<file path="src/rtl/mc_consts.svh">
`ifndef MC_CONSTS_SVH
`define MC_CONSTS_SVH

// Number of cores sharing the broadcast input
`define MC_NUM_CORES 8

// Width of the signed broadcast word and of every core result
`define MC_DATA_W 31

// Words summed into one result before it is presented
`define MC_BLOCK_LEN 4

// Clock cycles between two successive core releases
`define MC_RELEASE_GAP 10

// Width of the selected core index on the top level
`define MC_SEL_W 4

// Width of the request and output-enable codes
`define MC_CODE_W 4

`endif

</file>
<file path="src/rtl/mc_pkg.sv">
`include "mc_consts.svh"

package mc_pkg;

	// Broadcast word, core result and selected output all share this type
	typedef logic signed [`MC_DATA_W-1:0] data_t;

	// Request code a core shows while it wants the broadcast word
	typedef enum logic [`MC_CODE_W-1:0] {
		REQ_NONE = 4'd0,
		REQ_DATA = 4'd1
	} req_code_e;

	// Output-enable code, OUT_VALID marks a finished block sum
	typedef enum logic [`MC_CODE_W-1:0] {
		OUT_IDLE  = 4'd0,
		OUT_VALID = 4'd1
	} out_code_e;

endpackage

</file>
<file path="src/rtl/core_port_if.sv">
`timescale 1ns/1ns

interface core_port_if;

	// Release level from the sequencer, the core is held cleared while low
	logic run;

	// Presented block sum
	mc_pkg::data_t data;

	mc_pkg::req_code_e req;
	mc_pkg::out_code_e out_en;

	modport seq (
		output run
	);

	modport core (
		input  run,
		output data,
		output req,
		output out_en
	);

	// Read-only view for the output selector
	modport mon (
		input data,
		input out_en
	);

endinterface

</file>
<file path="src/rtl/multicore.sv">
`timescale 1ns/1ns
`include "mc_consts.svh"

module multicore (
	input  logic                                    clk,
	input  logic                                    arst_n,
	input  logic signed [`MC_DATA_W-1:0]            io_in,
	output logic signed [`MC_DATA_W-1:0]            io_out,
	output logic [`MC_CODE_W-1:0]                   out_en,
	output logic [`MC_SEL_W-1:0]                    sel_core,
	output logic [`MC_NUM_CORES-1:0][`MC_CODE_W-1:0] req_in,
	output logic [`MC_NUM_CORES-1:0]                core_running
);

	core_port_if core_ports [`MC_NUM_CORES] ();

	reset_sequencer reset_sequencer_inst (
		.clk    (clk),
		.arst_n (arst_n),
		.cores  (core_ports)
	);

	// Every core sees the same broadcast word
	for (genvar k = 0; k < `MC_NUM_CORES; k++) begin : g_core
		proc_core proc_core_inst (
			.clk    (clk),
			.arst_n (arst_n),
			.port   (core_ports[k]),
			.io_in  (io_in)
		);

		assign req_in[k]       = core_ports[k].req;
		assign core_running[k] = core_ports[k].run;
	end

	output_select output_select_inst (
		.cores    (core_ports),
		.io_out   (io_out),
		.out_en   (out_en),
		.sel_core (sel_core)
	);

endmodule

</file>
<file path="src/rtl/output_select.sv">
`timescale 1ns/1ns
`include "mc_consts.svh"

module output_select (
	core_port_if.mon                cores [`MC_NUM_CORES],
	output mc_pkg::data_t           io_out,
	output mc_pkg::out_code_e       out_en,
	output logic [`MC_SEL_W-1:0]    sel_core
);

	logic [`MC_NUM_CORES-1:0] valid;
	mc_pkg::data_t            core_data [`MC_NUM_CORES];

	// Interface arrays only take constant indices, so tap each port once here
	for (genvar i = 0; i < `MC_NUM_CORES; i++) begin : g_tap
		assign valid[i]     = (cores[i].out_en == mc_pkg::OUT_VALID);
		assign core_data[i] = cores[i].data;
	end

	// First match from core 0 upward wins, later valid cores are dropped
	always_comb begin
		logic found;

		found    = 1'b0;
		io_out   = '0;
		out_en   = mc_pkg::OUT_IDLE;
		sel_core = '0;
		for (int i = 0; i < `MC_NUM_CORES; i++) begin
			if (valid[i] && !found) begin
				found    = 1'b1;
				io_out   = core_data[i];
				out_en   = mc_pkg::OUT_VALID;
				sel_core = `MC_SEL_W'(i);
			end
		end
	end

endmodule

</file>
<file path="src/rtl/proc_core.sv">
`timescale 1ns/1ns
`include "mc_consts.svh"

module proc_core (
	input  logic          clk,
	input  logic          arst_n,
	core_port_if.core     port,
	input  mc_pkg::data_t io_in
);

	// Frame is the request window, one present cycle and one idle cycle
	localparam int FRAME_LEN = `MC_BLOCK_LEN + 2;
	localparam int PHASE_W   = $clog2(FRAME_LEN);

	localparam logic [PHASE_W-1:0] PH_LAST_REQ = PHASE_W'(`MC_BLOCK_LEN - 1);
	localparam logic [PHASE_W-1:0] PH_PRESENT  = PHASE_W'(`MC_BLOCK_LEN);
	localparam logic [PHASE_W-1:0] PH_IDLE     = PHASE_W'(`MC_BLOCK_LEN + 1);

	logic [PHASE_W-1:0] phase;
	mc_pkg::data_t      sum;
	mc_pkg::data_t      result;
	logic               requesting;
	logic               presenting;
	logic               last_word;

	assign requesting = port.run && (phase < PH_PRESENT);
	assign presenting = port.run && (phase == PH_PRESENT);
	assign last_word  = requesting && (phase == PH_LAST_REQ);

	always_ff @(posedge clk or negedge arst_n) begin
		if (!arst_n) begin
			phase <= '0;
		end else if (!port.run) begin
			phase <= '0;
		end else if (phase == PH_IDLE) begin
			phase <= '0;
		end else begin
			phase <= phase + 1'b1;
		end
	end

	// The running sum restarts from zero for every frame
	always_ff @(posedge clk or negedge arst_n) begin
		if (!arst_n) begin
			sum <= '0;
		end else if (requesting && !last_word) begin
			sum <= sum + io_in;
		end else begin
			sum <= '0;
		end
	end

	// Last word goes straight into the result, wrapping like the sum
	always_ff @(posedge clk or negedge arst_n) begin
		if (!arst_n) begin
			result <= '0;
		end else if (!port.run) begin
			result <= '0;
		end else if (last_word) begin
			result <= sum + io_in;
		end
	end

	assign port.req    = requesting ? mc_pkg::REQ_DATA : mc_pkg::REQ_NONE;
	assign port.out_en = presenting ? mc_pkg::OUT_VALID : mc_pkg::OUT_IDLE;
	assign port.data   = result;

	// A result is presented right after the request window, never while requesting
	assert property (@(posedge clk) disable iff (!arst_n)
		port.out_en == mc_pkg::OUT_VALID |->
			port.req == mc_pkg::REQ_NONE && $past(port.req == mc_pkg::REQ_DATA))
	else $error("valid output not directly after a request window");

	// The present cycle is followed by one quiet cycle before the next window
	assert property (@(posedge clk) disable iff (!arst_n)
		port.out_en == mc_pkg::OUT_VALID |=>
			port.out_en == mc_pkg::OUT_IDLE && port.req == mc_pkg::REQ_NONE)
	else $error("valid output not followed by an idle cycle");

endmodule

</file>
<file path="src/rtl/reset_sequencer.sv">
`timescale 1ns/1ns
`include "mc_consts.svh"

module reset_sequencer (
	input logic      clk,
	input logic      arst_n,
	core_port_if.seq cores [`MC_NUM_CORES]
);

	localparam int IDX_W = $clog2(`MC_NUM_CORES + 1);
	localparam int GAP_W = $clog2(`MC_RELEASE_GAP + 1);

	logic [`MC_NUM_CORES-1:0] run_q;
	logic [IDX_W-1:0]         next_core;
	logic [GAP_W-1:0]         gap_cnt;
	logic                     done;

	assign done = (next_core == IDX_W'(`MC_NUM_CORES));

	// Core 0 is released at the first edge after reset, then one core every gap
	always_ff @(posedge clk or negedge arst_n) begin
		if (!arst_n) begin
			run_q     <= '0;
			next_core <= '0;
			gap_cnt   <= '0;
		end else if (!done) begin
			if (gap_cnt == '0) begin
				run_q     <= run_q | (`MC_NUM_CORES'(1) << next_core);
				next_core <= next_core + 1'b1;
				gap_cnt   <= GAP_W'(`MC_RELEASE_GAP - 1);
			end else begin
				gap_cnt <= gap_cnt - 1'b1;
			end
		end
	end

	for (genvar k = 0; k < `MC_NUM_CORES; k++) begin : g_run
		assign cores[k].run = run_q[k];

		// Once released a core stays running until the next reset
		assert property (@(posedge clk) disable iff (!arst_n)
			run_q[k] |=> run_q[k])
		else $error("core %0d run dropped without reset", k);

		// The core below must have been running for a full gap already
		if (k > 0) begin : g_order
			assert property (@(posedge clk) disable iff (!arst_n)
				$rose(run_q[k]) |-> $past(run_q[k-1], `MC_RELEASE_GAP))
			else $error("core %0d released out of order", k);
		end
	end

endmodule

</file>
<file path="config.mk">
export PLATFORM = sky130hd
export DESIGN_NAME = multicore
export DESIGN_NICKNAME = d
export VERILOG_FILES = /design/src/rtl/mc_pkg.sv /design/src/rtl/core_port_if.sv /design/src/rtl/multicore.sv /design/src/rtl/output_select.sv /design/src/rtl/proc_core.sv /design/src/rtl/reset_sequencer.sv
export VERILOG_INCLUDE_DIRS = /design/src /design/src/rtl
export SDC_FILE = /design/constraint.sdc
export NUM_CORES = 1
export LEC_CHECK = 0
export ABC_AREA = 0
export BUFFER_PORTS_ARGS = -buffer_cell sky130_fd_sc_hd__buf_4
export CAP_MARGIN = 20
export CORE_MARGIN = 8
export CORE_UTILIZATION = 30
export CTS_CLUSTER_SIZE = 10
export DETAILED_ROUTE_END_ITERATION = 8
export GPL_TIMING_DRIVEN = 0
export PLACE_DENSITY = 0.45
export SLEW_MARGIN = 20
export SYNTH_ARGS = -nofsm -noshare
export SYNTH_HDL_FRONTEND = slang
export SYNTH_SLANG_ARGS = --single-unit
</file>
<file path="constraint.sdc">
create_clock -name clk -period 6.5 [get_ports clk]
set_input_delay 1.95 -clock clk [delete_from_list [all_inputs] [get_ports clk]]
set_output_delay 1.95 -clock clk [all_outputs]
set_load 0.03 [all_outputs]
</file>
==> summary.md, run 1 <==
| Metric | Value |
|---|---|
| Outcome | completed |
| Root buf cell | clkbuf_16 |
| Yosys top cell by area | dfrtp_1 |
| Placer Congestion | 0.8844 |
| Die Footprint | 115,900 um^2 |
| Insertion delay to the later sink of the worst-skew pair | 0.63 ns |
| Lkg Pwr | 17.28 nW |
| Die height | 340.5 um |
| Vias in the first global route | 26.62k |
| Layout area overhead | 15.68% |
| CP Data Arrival Time | 4.35 ns |
| TritonCTS clock tree | built |
| Total track usage | 17.84% |
| Hold buffer count at CTS | 0 |
| Final period demand of the worst path | 6.298 ns |
| Tightest Hold Check Type | register to register |
| Share of Yosys cell area claimed by the top area cell type | 42.47% |
| Hold Vio Cnt, Final | 0 |
| I/O Buffers | 82 |
| DRC | 0 |
| Core Area | 104,800 um^2 |
| Total number of vias | 26.02k |
| Slew HR | 26.66% |
| Place WS | 0.003358 ns |
| Synth warn | 0 |
| Design Area, Final | 36,540 um^2 |
| Maximum root-to-sink buffer count | 3 |
| Worst Setup Start Kind | register |
| Netlist cell types | 83 |
| Grt ovf | 0 |
| Drt total wl | 106.0 mm |
| Io pins | 112 |
| Fin util | 34.86% |
| Setup ws final | 0.2024 ns |
| Max Fanout on Critical Path | 10 |
| Area of the multi-input gates | 17,110 um^2 |
| Largest net degree at the start of global routing | 92 |
| Area of placed instances | 34,260 um^2 |
| Setup bufs post-CTS | 0 |
| Final worst-path cycle share | 96.89% |
| Antenna Nets Post-Route | 0 |
| Clock slew at reported path FFs | 0.06 ns |
| FMAX | 158.8 MHz |
| First-pass GRT wire length | 161.1 mm |
| RSZ-0062 raised after global routing | no |
| Fill count | 10.93k |
| Register area share after synthesis | 42.47% |
| #FFs+latches synth | 536 |
| CTS Buf Count | 70 |
| Avg WL per Cell | 20.97 um |
| Antenna cell count | 0 |
| Layout cells sized above 1 | 7.858% |
| Setup CP Type | register to output port |
| # clock sinks | 536 |
| Die Wd | 340.5 um |
| Fin Setup TNS | 0 ns |
| Area of the mapped netlist | 31,580 um^2 |
| Cells after synthesis | 3,430 |
| CTS H-tree lvls | 3 |
| Critical path endpoint category | output port |
| Initial drt markers | 1,466 |
| Peak VDD IR | 0.0001572 V |
| NumNets Final | 3,914 |
| Most used DFF post-synth | dfrtp_1 |
| Slew @ Worst Pin | 1.095 ns |
| TritonRoute pass-1 iters | 5 |
| Setup violators final | 0 |
| DP Wirelength | 82.29 mm |
| Async SR Flop Fraction | 100.0% |
| CP required | 4.55 ns |
| Top cells by area, synth | dfrtp_1, ha_1, o21ai_0 |
| Maxcap violations | 0 |
| PD cells | 296.8 nW/um^2 |
| Number of synthesized flops with an enable pin | 0 |
| FF/Latch Area | 13,410 um^2 |
| Vias per cell | 5.146 |
| Post_cts resized | 10 |
| Initial Utilization | 30.13% |
| Avg Inst Size Synth | 9.208 um^2 |
| Final Max Tran Viols | 0 |
| Setup Skew | 0.02067 ns |
| Initial antenna violation count | 0 |
| Final Power | 10.84 mW |
| Row count | 119 |
[sequential cells by signal, indices dropped and copies added (netlist names)]
register and count:
g_core.proc_core_inst.phase 24, reset_sequencer_inst.next_core 4, reset_sequencer_inst.gap_cnt 4, reset_sequencer_inst.run_q 8, g_core.proc_core_inst.sum 248, g_core.proc_core_inst.port.data 248
[final timing paths]
kind | from | to | slack (ns) | cells after the start
max in group asynchronous | arst_n | g_core[2].proc_core_inst.sum[2] | 3.65 | 4
worst max-delay path | reset_sequencer_inst.run_q[1] | io_out[30] | 0.20 | 9
worst max register to register | g_core[1].proc_core_inst.sum[0] | g_core[1].proc_core_inst.port.data[30] | 2.82 | 12
worst min-delay path | reset_sequencer_inst.gap_cnt[0] | reset_sequencer_inst.gap_cnt[0] | 0.47 | 1
worst min register to register | reset_sequencer_inst.gap_cnt[0] | reset_sequencer_inst.gap_cnt[0] | 0.47 | 1
min in group asynchronous | arst_n | g_core[7].proc_core_inst.sum[27] | 1.21 | 1
[report_power, final]
group	internal (mW)	switching (mW)
Sequential	3.92	0.387
Clock	2.28	1.55
Combinational	1.02	1.69
[routing by layer]
layer / up-vias / share of wire [%] / wire [um] / track usage, %
met1: 12730 / 47 / 50100 / 24.48
met5: - / 0 / 0 / 0
met2: 462 / 47 / 49420 / 29.70
met4: 0 / 2.3 / 2428 / 4.399
met3: 135 / 3.8 / 4052 / 2.308
li1: 12690 / - / - / -
[cell usage after synthesis, types with 14 or more instances]
| cell | count |
|---|---|
| nand2b_1 | 41 |
| xor2_1 | 106 |
| buf_4 | 44 |
| nor3_1 | 28 |
| o21bai_1 | 32 |
| and3_1 | 21 |
| o211ai_1 | 41 |
| nor2b_1 | 28 |
| xnor2_1 | 125 |
| inv_1 | 88 |
| nand3_1 | 311 |
| clkbuf_1 | 138 |
| o21ai_0 | 356 |
| a31oi_1 | 24 |
| o21a_1 | 24 |
| ha_1 | 254 |
| dfrtp_1 | 536 |
| nand2_1 | 131 |
| a22oi_1 | 45 |
| nand4_1 | 16 |
| a21oi_1 | 240 |
| o22ai_1 | 28 |
| and2_1 | 19 |
| or3_1 | 15 |
| o21ai_1 | 22 |
| a211oi_1 | 14 |
| a21o_1 | 112 |
| nor2_1 | 393 |
[layout by cell type (no fill, tap or decap), types with 73 or more instances in the layout]
cell,instances
clkbuf_1,151
nor2_1,393
nand2_1,131
a21oi_1,240
xnor2_1,125
clkbuf_16,73
o21ai_0,356
xor2_1,106
ha_1,254
dfrtp_1,535
nand3_1,311
inv_1,88
buf_4,125
a21o_1,112
[kinds of logic (layout without fill, tap and decap cells)]
group                      Yosys count  count (layout)  share of synthesized area (%)
AOI/OAI and AO/OA                 1065            1065                          21.08
xor gates and xnor gates           231             231                          6.406
adders and majority gates          262             262                          10.57
buffers and inverters              283             491                          3.890
DFF                                536             536                          42.47
muxes                                3               3                        0.09904
other                                1              28                        0.01187
and+or+nand+nor                   1049            1049                          15.47
[critical path, cell delays in order (launching register included)]
cell      delay, ns
dfrtp_1        0.51
inv_1          0.21
nor4_4         0.52
clkbuf_2       0.41
buf_1          0.60
a21oi_1        0.27
o211ai_1       0.33
o21ai_0        0.23
a21oi_1        0.39
buf_4          0.24
[per-stage QoR]
step / hold slack (ns) / std cells
6_report: 0.4737 / 5056
3_5_place_dp: 0.4643 / 4938
3_3_place_gp: 0.4608 / 4930
5_1_grt: 0.5059 / 5056
4_1_cts: 0.4776 / 5056
2_1_floorplan: 0.4421 / 3457
[layout make-up]
type,instances,area share (%)
clock inverter,13,0.3562
clock buffer,105,5.685
buffer,195,2.479
timing repair buffer,90,2.264
tap,1391,4.764
sequential,536,36.71
inverter,88,0.9041
multi-input combinational,2638,46.83
Power figures use the tool's default switching activity.
==> run 2: changes to the inputs <==
Settings changed: PLACE_DENSITY 0.45 to 0.44, SYNTH_HIERARCHICAL from default to 1.
==> run 2 against run 1 <==
Against the previous run:
- die area increased by 12%
- first-iteration DRC count is 86% higher
- fmax fell by 1.9%
- flip-flop and latch count stayed put
- largest cell class unchanged
- largest power group unchanged
==> summary.md, run 2 <==
| Metric | Value |
|---|---|
| Outcome | completed (unchanged) |
| Netlist cell types | 87 (was 83) |
| Root buf cell | clkbuf_16 (unchanged) |
| Die Footprint | 129,300 um^2 (was 115,900 um^2) |
| Grt ovf | 0 (unchanged) |
| Critical-path cell list | clkinv_1, nor4_2, buf_4, nor4b_4, buf_4, buf_4, clkbuf_1, a221o_1, a221oi_2, o22ai_1, buf_4 (was inv_1, nor4_4, clkbuf_2, buf_1, a21oi_1, o211ai_1, o21ai_0, a21oi_1, buf_4) |
| Max Fanout on Critical Path | 10 (unchanged) |
| Commonest non-fill, non-tap cell in the layout | dfrtp_1 (unchanged) |
| CP max stage delay | 0.58 ns (was 0.60 ns) |
| Most used DFF post-synth | dfrtp_1 (unchanged) |
| CP required | 4.55 ns (about the same) |
| Share of Yosys cell area claimed by the top area cell type | 37.87% (was 42.47%) |
| Initial antenna violation count | 7 (was 0) |
| DP Wirelength | 110.9 mm (was 82.29 mm) |
| CTS H-tree lvls | 3 (unchanged) |
| Number of synthesized flops with an enable pin | 0 (unchanged) |
| Fill count | 12.37k (was 10.93k) |
| Slew HR | 35.93% (was 26.66%) |
| Fin cells | 5,744 (was 5,056) |
| Setup violators final | 0 (unchanged) |
| Initial Utilization | 30.12% (was 30.13%) |
| Top-count cell post-synth | dfrtp_1 (unchanged) |
| Clock slew at reported path FFs | 0.06 ns (about the same) |
| Tightest Hold Check Type | register to register (unchanged) |
| FMAX | 155.7 MHz (was 158.8 MHz) |
| Row count | 126 (was 119) |
| Total number of vias | 32.09k (was 26.02k) |
| Final period demand of the worst path | 6.422 ns (was 6.298 ns) |
| Die Wd | 359.6 um (was 340.5 um) |
| Worst Setup Start Kind | register (unchanged) |
| Peak VDD IR | 0.0001900 V (was 0.0001572 V) |
| Async SR Flop Fraction | 100.0% (unchanged) |
| First-pass GRT wire length | 215.3 mm (was 161.1 mm) |
| Top post-synthesis cells by count | dfrtp_1, nor2_1, o21ai_0 (unchanged) |
| NumNets Final | 4,447 (was 3,914) |
| # clock sinks | 536 (unchanged) |
| TritonRoute pass-1 iters | 5 (unchanged) |
| Cells after synthesis | 3,938 (was 3,430) |
| Critical path's slowest cell | clkbuf_1 (was buf_1) |
| Final Max Tran Viols | 0 (unchanged) |
| Avg WL per Cell | 25.95 um (was 20.97 um) |
| Vias per cell | 5.587 (was 5.146) |
| Vias in the first global route | 30.63k (was 26.62k) |
| Lkg Pwr | 19.22 nW (was 17.28 nW) |
| #FFs+latches synth | 536 (unchanged) |
| Setup Skew | 0.02042 ns (was 0.02067 ns) |
| TritonCTS clock tree | built (unchanged) |
| DRC | 0 (unchanged) |
| Slew @ Worst Pin | 0.9537 ns (was 1.095 ns) |
| Inst Count DP | 5,608 (was 4,938) |
| Insertion delay to the later sink of the worst-skew pair | 0.63 ns (about the same) |
| Most frequent cell on the critical path | buf_4 (was a21oi_1) |
| PD cells | 269.0 nW/um^2 (was 296.8 nW/um^2) |
| I/O Buffers | 83 (was 82) |
| CP Data Arrival Time | 4.47 ns (was 4.35 ns) |
| Area of the mapped netlist | 35,420 um^2 (was 31,580 um^2) |
| Maxcap violations | 0 (unchanged) |
| Maximum root-to-sink buffer count | 3 (unchanged) |
| Final worst-path cycle share | 98.80% (was 96.89%) |
| Core Area | 117,600 um^2 (was 104,800 um^2) |
| Top cells by area, synth | dfrtp_1, ha_1, o21ai_0 (unchanged) |
| Area of placed instances | 38,350 um^2 (was 34,260 um^2) |
| Die height | 359.6 um (was 340.5 um) |
| Synth warn | 6 (was 0) |
| Layout cells sized above 1 | 10.30% (was 7.858%) |
| CTS Buf Count | 73 (was 70) |
| Cell family with most CP delay | buffers and inverters (unchanged) |
| Avg Inst Size Synth | 8.995 um^2 (was 9.208 um^2) |
| Critical path endpoint category | output port (unchanged) |
| Design Area, Final | 40,970 um^2 (was 36,540 um^2) |
| Hold Vio Cnt, Final | 0 (unchanged) |
| Io pins | 112 (unchanged) |
| Total track usage | 22.11% (was 17.84%) |
| Antenna Nets Post-Route | 0 (unchanged) |
| Commonest cells after routing, fill and taps aside | dfrtp_1, nor2_1, o21ai_0 (unchanged) |
| Worst Path Buf+Inv | 6 (was 4) |
| Largest net degree at the start of global routing | 85 (was 92) |
| Placer Congestion | 0.9441 (was 0.8844) |
| Initial drt markers | 2,725 (was 1,466) |
| Yosys top cell by area | dfrtp_1 (unchanged) |
| Layout area overhead | 15.66% (was 15.68%) |
| RSZ-0062 raised after global routing | yes (was no) |
| Register area share after synthesis | 37.87% (was 42.47%) |
| Setup CP Type | register to output port (unchanged) |
| Drt total wl | 149.0 mm (was 106.0 mm) |
==> run 2: cell count changes in the layout (fill, tap and decap cells not counted), sizes merged, moves of 31 or more <==
| cell | previous run | this run |
|---|---|---|
| nand2 | 131 | 270 |
| and3 | 21 | 111 |
| nor3 | 28 | 102 |
| xnor2 | 125 | 59 |
| nand3 | 311 | 249 |
| o31ai | 13 | 70 |
| buf | 147 | 200 |
| and2 | 20 | 71 |
| nor2 | 393 | 347 |
| o21ai | 379 | 333 |
| a221oi | 9 | 45 |
| a21boi | 6 | 40 |
| a221o | 11 | 44 |
| a22oi | 45 | 14 |
==> run 2: final timing paths <==
kind	slack [ns]	to	startpoint	cells past startpoint
setup / recovery	0.08	io_out[24]	reset_sequencer_inst/run_q[0]	11
hold / removal	0.50	g_core[7].proc_core_inst/phase[0]	g_core[7].proc_core_inst/phase[0]	1
setup reg to reg	3.47	g_core[0].proc_core_inst/port.data[30]	g_core[0].proc_core_inst/sum[0]	8
hold reg to reg	0.50	g_core[7].proc_core_inst/phase[0]	g_core[7].proc_core_inst/phase[0]	1
max in group asynchronous	3.88	g_core[0].proc_core_inst/sum[16]	arst_n	4
min in group asynchronous	1.15	g_core[7].proc_core_inst/sum[28]	arst_n	1
==> run 2: power breakdown <==
part / internal [mW] / leakage (nW) / switching [mW]
clock network: 2.56 / 1.21 / 1.62
logic: 0.873 / 11.1 / 1.46
registers: 3.91 / 6.93 / 0.588
==> run 2: cell type report <==
| cell class | instances | area (um^2) | area share (%) |
|---|---|---|---|
| multi-input combinational | 3133 | 20760 | 50.68 |
| sequential | 536 | 13420 | 32.75 |
| clock buffer | 109 | 2196 | 5.360 |
| tap | 1536 | 1922 | 4.691 |
| buffer | 246 | 1286 | 3.139 |
| timing repair buffer | 96 | 865.8 | 2.113 |
| clock inverter | 16 | 252.7 | 0.6169 |
| inverter | 66 | 251.5 | 0.6138 |
| antenna | 6 | 15.01 | 0.03665 |
==> run 2: repair_timing <==
action,4_1_cts,5_1_grt
resized for setup,7,20
hold buffers,0,0
pin swaps,0,2
endpoints found under the setup margin,35,32
buffers inserted,4,1
==> run 2: metrics by stage <==
stage / power [mW] / hold slack (ns) / TNS [ns] / util (%) / setup WS, ns
floorplan: 5.741 / 0.4398 / 0 / - / 1.877
global placement: 6.855 / 0.4912 / -1584.11 / 32.42 / -3.052
detailed placement: 6.874 / 0.4957 / -2.178 / 32.60 / -0.3122
CTS: 11.14 / 0.5041 / 0 / 34.75 / 0.02626
global route: 11.55 / 0.5251 / -0.01495 / 34.82 / -0.01495
finish: 11.02 / 0.5022 / 0 / 34.84 / 0.07769
==> run 2: cells by family after synthesis <==
kind of cell,Yosys count,synth area share [%]
other cells,9,0.09536
mux,13,0.3744
simple gates,1399,19.91
xor+xnor,159,3.931
buf+inv,312,4.320
fa+ha+maj,262,9.424
compound gates,1248,24.08
flops,536,37.87
==> run 2: layer usage <==
metal	routed length, um	track usage [%]	share of wire (%)
met5	27	0	0.018
met4	5624	7.703	3.8
met3	8484	3.457	5.7
met1	70400	31.64	47
met2	64500	33.70	43
==> run 3: changes to the inputs <==
Settings changed: CORE_UTILIZATION 30 to 40, PLACE_DENSITY 0.44 to 0.55.
==> run 3 against run 2 <==
Against the previous run:
- total power is 2.8% lower
- final cell count is 6.8% lower
- utilization is 11 points higher
- clock-buffer cell count is 8 lower
- critical endpoint is now io_out[4]
- clock skew is 0.0083 ns higher
- via count hardly changed
- clock power is 6.2% lower
- final area is 1.8% lower
- global-route usage is 4.6 points higher
- routed wire length is 8.7% lower
- worst hold slack worse by 0.017 ns
- non-clock buffer count is 1 lower
==> summary.md, run 3 (synthesis results as in run 2) <==
| Metric | Value |
|---|---|
| Total number of vias | 32.09k (about the same) |
| Final worst-path cycle share | 96.86% (was 98.80%) |
| Commonest cells after routing, fill and taps aside | dfrtp_1, nor2_1, o21ai_0 (unchanged) |
| Initial Utilization | 40.21% (was 30.12%) |
| Drt total wl | 136.0 mm (was 149.0 mm) |
| Comb pwr share | 21.4% (was 21.2%) |
| Hold Vio Cnt, Final | 0 (unchanged) |
| Slew HR | 33.69% (was 35.93%) |
| Die Wd | 313.6 um (was 359.6 um) |
| I/O Buffers | 83 (unchanged) |
| NumNets Final | 4,443 (was 4,447) |
| Critical path's slowest cell | o211ai_1 (was clkbuf_1) |
| DRC | 0 (unchanged) |
| Slew @ Worst Pin | 0.9871 ns (was 0.9537 ns) |
| Peak VDD IR | 0.0002209 V (was 0.0001900 V) |
| Startpoint of the worst hold path | g_core[2].proc_core_inst/port.data[25] (was g_core[7].proc_core_inst/phase[0]) |
| Vias per cell | 5.996 (was 5.587) |
| Final period demand of the worst path | 6.296 ns (was 6.422 ns) |
| Hold path cells | 2 (was 1) |
| Maximum root-to-sink buffer count | 3 (unchanged) |
| Tightest Hold Check Type | register to register (unchanged) |
| TritonCTS clock tree | built (unchanged) |
| Fin util | 45.67% (was 34.84%) |
| DP Wirelength | 101.8 mm (was 110.9 mm) |
| # clock sinks | 536 (unchanged) |
| Largest net degree at the start of global routing | 95 (was 85) |
| Core Area | 88,100 um^2 (was 117,600 um^2) |
| Layout cells sized above 1 | 9.790% (was 10.30%) |
| Grt ovf | 0 (unchanged) |
| Max Fanout on Critical Path | 10 (unchanged) |
| Total track usage | 26.73% (was 22.11%) |
| Setup CP Type | register to output port (unchanged) |
| Setup Skew | 0.02871 ns (was 0.02042 ns) |
| FMAX | 158.8 MHz (was 155.7 MHz) |
| CP Data Arrival Time | 4.35 ns (was 4.47 ns) |
| Clock power share | 36.7% (was 38.0%) |
| Outcome | completed (unchanged) |
| First-pass GRT wire length | 199.4 mm (was 215.3 mm) |
| Reg-to-reg critical path startpoint | g_core[1].proc_core_inst/sum[0] (was g_core[0].proc_core_inst/sum[0]) |
| P_sw | 3.548 mW (was 3.676 mW) |
| Sw frac | 33.11% (was 33.35%) |
| Commonest non-fill, non-tap cell in the layout | dfrtp_1 (unchanged) |
| Root buf cell | clkbuf_16 (unchanged) |
| Vias in the first global route | 30.37k (was 30.63k) |
| Design Area, Final | 40,230 um^2 (was 40,970 um^2) |
| CTS H-tree lvls | 3 (unchanged) |
| CP required | 4.55 ns (about the same) |
| Antenna Nets Post-Route | 0 (unchanged) |
| Hold Path Sink | g_core[2].proc_core_inst/port.data[25] (was g_core[7].proc_core_inst/phase[0]) |
| Initial drt markers | 3,433 (was 2,725) |
| CP max stage delay | 0.64 ns (was 0.58 ns) |
| Critical path endpoint category | output port (unchanged) |
| Placer Congestion | 1.013 (was 0.9441) |
| CTS Buf Count | 70 (was 73) |
| Worst r2r path cells | 8 (unchanged) |
| Worst Setup Start Kind | register (unchanged) |
| Insertion delay to the later sink of the worst-skew pair | 0.63 ns (about the same) |
| Die Footprint | 98,340 um^2 (was 129,300 um^2) |
| Initial antenna violation count | 8 (was 7) |
| Layout area overhead | 13.58% (was 15.66%) |
| TritonRoute pass-1 iters | 6 (was 5) |
| Clock slew at reported path FFs | 0.06 ns (about the same) |
| Most frequent cell on the critical path | buf_4 (unchanged) |
| Avg WL per Cell | 25.41 um (was 25.95 um) |
| Area of placed instances | 37,850 um^2 (was 38,350 um^2) |
| Die height | 313.6 um (was 359.6 um) |
| Reg power frac | 41.9% (was 40.8%) |
| Io pins | 112 (unchanged) |
| PD cells | 266.3 nW/um^2 (was 269.0 nW/um^2) |
| Setup violators final | 0 (unchanged) |
| Critical-path cell list | clkinv_1, nor4_1, buf_4, nor4b_4, nor2b_1, clkbuf_1, a221oi_1, o211ai_1, buf_4 (was clkinv_1, nor4_2, buf_4, nor4b_4, buf_4, buf_4, clkbuf_1, a221o_1, a221oi_2, o22ai_1, buf_4) |
| R2R Setup Slk | 3.46 ns (was 3.47 ns) |
| Int Power | 7.167 mW (was 7.346 mW) |
| Worst Path Buf+Inv | 4 (was 6) |
| Lkg Pwr | 19.10 nW (was 19.22 nW) |
| Final Max Tran Viols | 0 (unchanged) |
| Row count | 109 (was 126) |
| Cell family with most CP delay | simple AND/OR/NAND/NOR gates (was buffers and inverters) |
| RR Endpoint | g_core[1].proc_core_inst/sum[26] (was g_core[0].proc_core_inst/port.data[30]) |
| Antenna cell count | 0 (was 6) |
| Maxcap violations | 0 (unchanged) |
| RSZ-0062 raised after global routing | no (was yes) |
run 3: repair_timing:
| action | 4_1_cts | 5_1_grt |
|---|---|---|
| setup buffers | 3 | 2 |
| pin swaps | 0 | 2 |
| hold buffers | 0 | 0 |
| cloned | 0 | 0 |
| endpoints found under the setup margin | 35 | 22 |
| resized for setup | 5 | 7 |
run 3: per-layer routing:
layer	routed length [um]	vias to the layer above	global-route usage [%]
met5	18	-	0
met4	6179	4	10.93
met1	61030	15750	37.17
met3	9529	205	4.393
met2	59280	1120	41.24
li1	-	15020	-
run 3: cell type report:
type,count,area (um^2)
Timing Repair Buffer,95,838.3
Sequential cell,536,13420
Multi-Input combinational cell,3133,20710
Clock buffer,101,2103
Fill cell,8702,47870
Buffer,246,1282
Clock inverter,11,177.7
Tap cell,1165,1458
Inverter,66,247.7
run 3: worst max path at each step:
stage                     slack (ns)  cells after the start                          endpoint                           from
after detailed placement       -0.14                     11                        io_out[14]  reset_sequencer_inst/run_q[0]
after CTS                       0.02                     10                        io_out[28]  reset_sequencer_inst/run_q[2]
after global routing            0.03                      9                         io_out[4]  reset_sequencer_inst/run_q[2]
final                           0.20                      9                         io_out[4]  reset_sequencer_inst/run_q[2]
after global placement         -2.75                      1  g_core[2].proc_core_inst/sum[10]                         arst_n
after floorplan                 1.88                      9                        io_out[25]  reset_sequencer_inst/run_q[7]
run 3: power by group through the flow:
| stage | clock, mW | sequential [mW] | combinational (mW) |
|---|---|---|---|
| global route | 4.14 | 4.51 | 2.53 |
| detailed placement | 0 | 4.56 | 2.25 |
| CTS | 4.01 | 4.50 | 2.26 |
| finish | 3.93 | 4.49 | 2.29 |
| global placement | 0 | 4.56 | 2.22 |
| floorplan | 0 | 4.17 | 1.57 |
run 3: worst reg2reg max path, stage by stage, from the launching register on:
cell       delay (ns)
dfrtp_1          0.36
ha_1             0.21
fa_1             0.43
a21o_1           0.24
a221oi_4         0.39
o211ai_1         0.32
a2111oi_2        0.69
or3_1            0.19
a21oi_1          0.06
run 3: through the flow:
| step | setup slack [ns] | total power [mW] | cells | hold slack [ns] | setup TNS, ns |
|---|---|---|---|---|---|
| floorplan | 1.877 | 5.741 | 3981 | 0.4398 | 0 |
| global placement | -2.746 | 6.779 | 5229 | 0.4724 | -1413.32 |
| detailed placement | -0.1443 | 6.811 | 5236 | 0.4743 | -1.508 |
| CTS | 0.02030 | 10.77 | 5351 | 0.4874 | 0 |
| global route | 0.02846 | 11.18 | 5353 | 0.5080 | 0 |
| finish | 0.2040 | 10.72 | 5353 | 0.4855 | 0 |
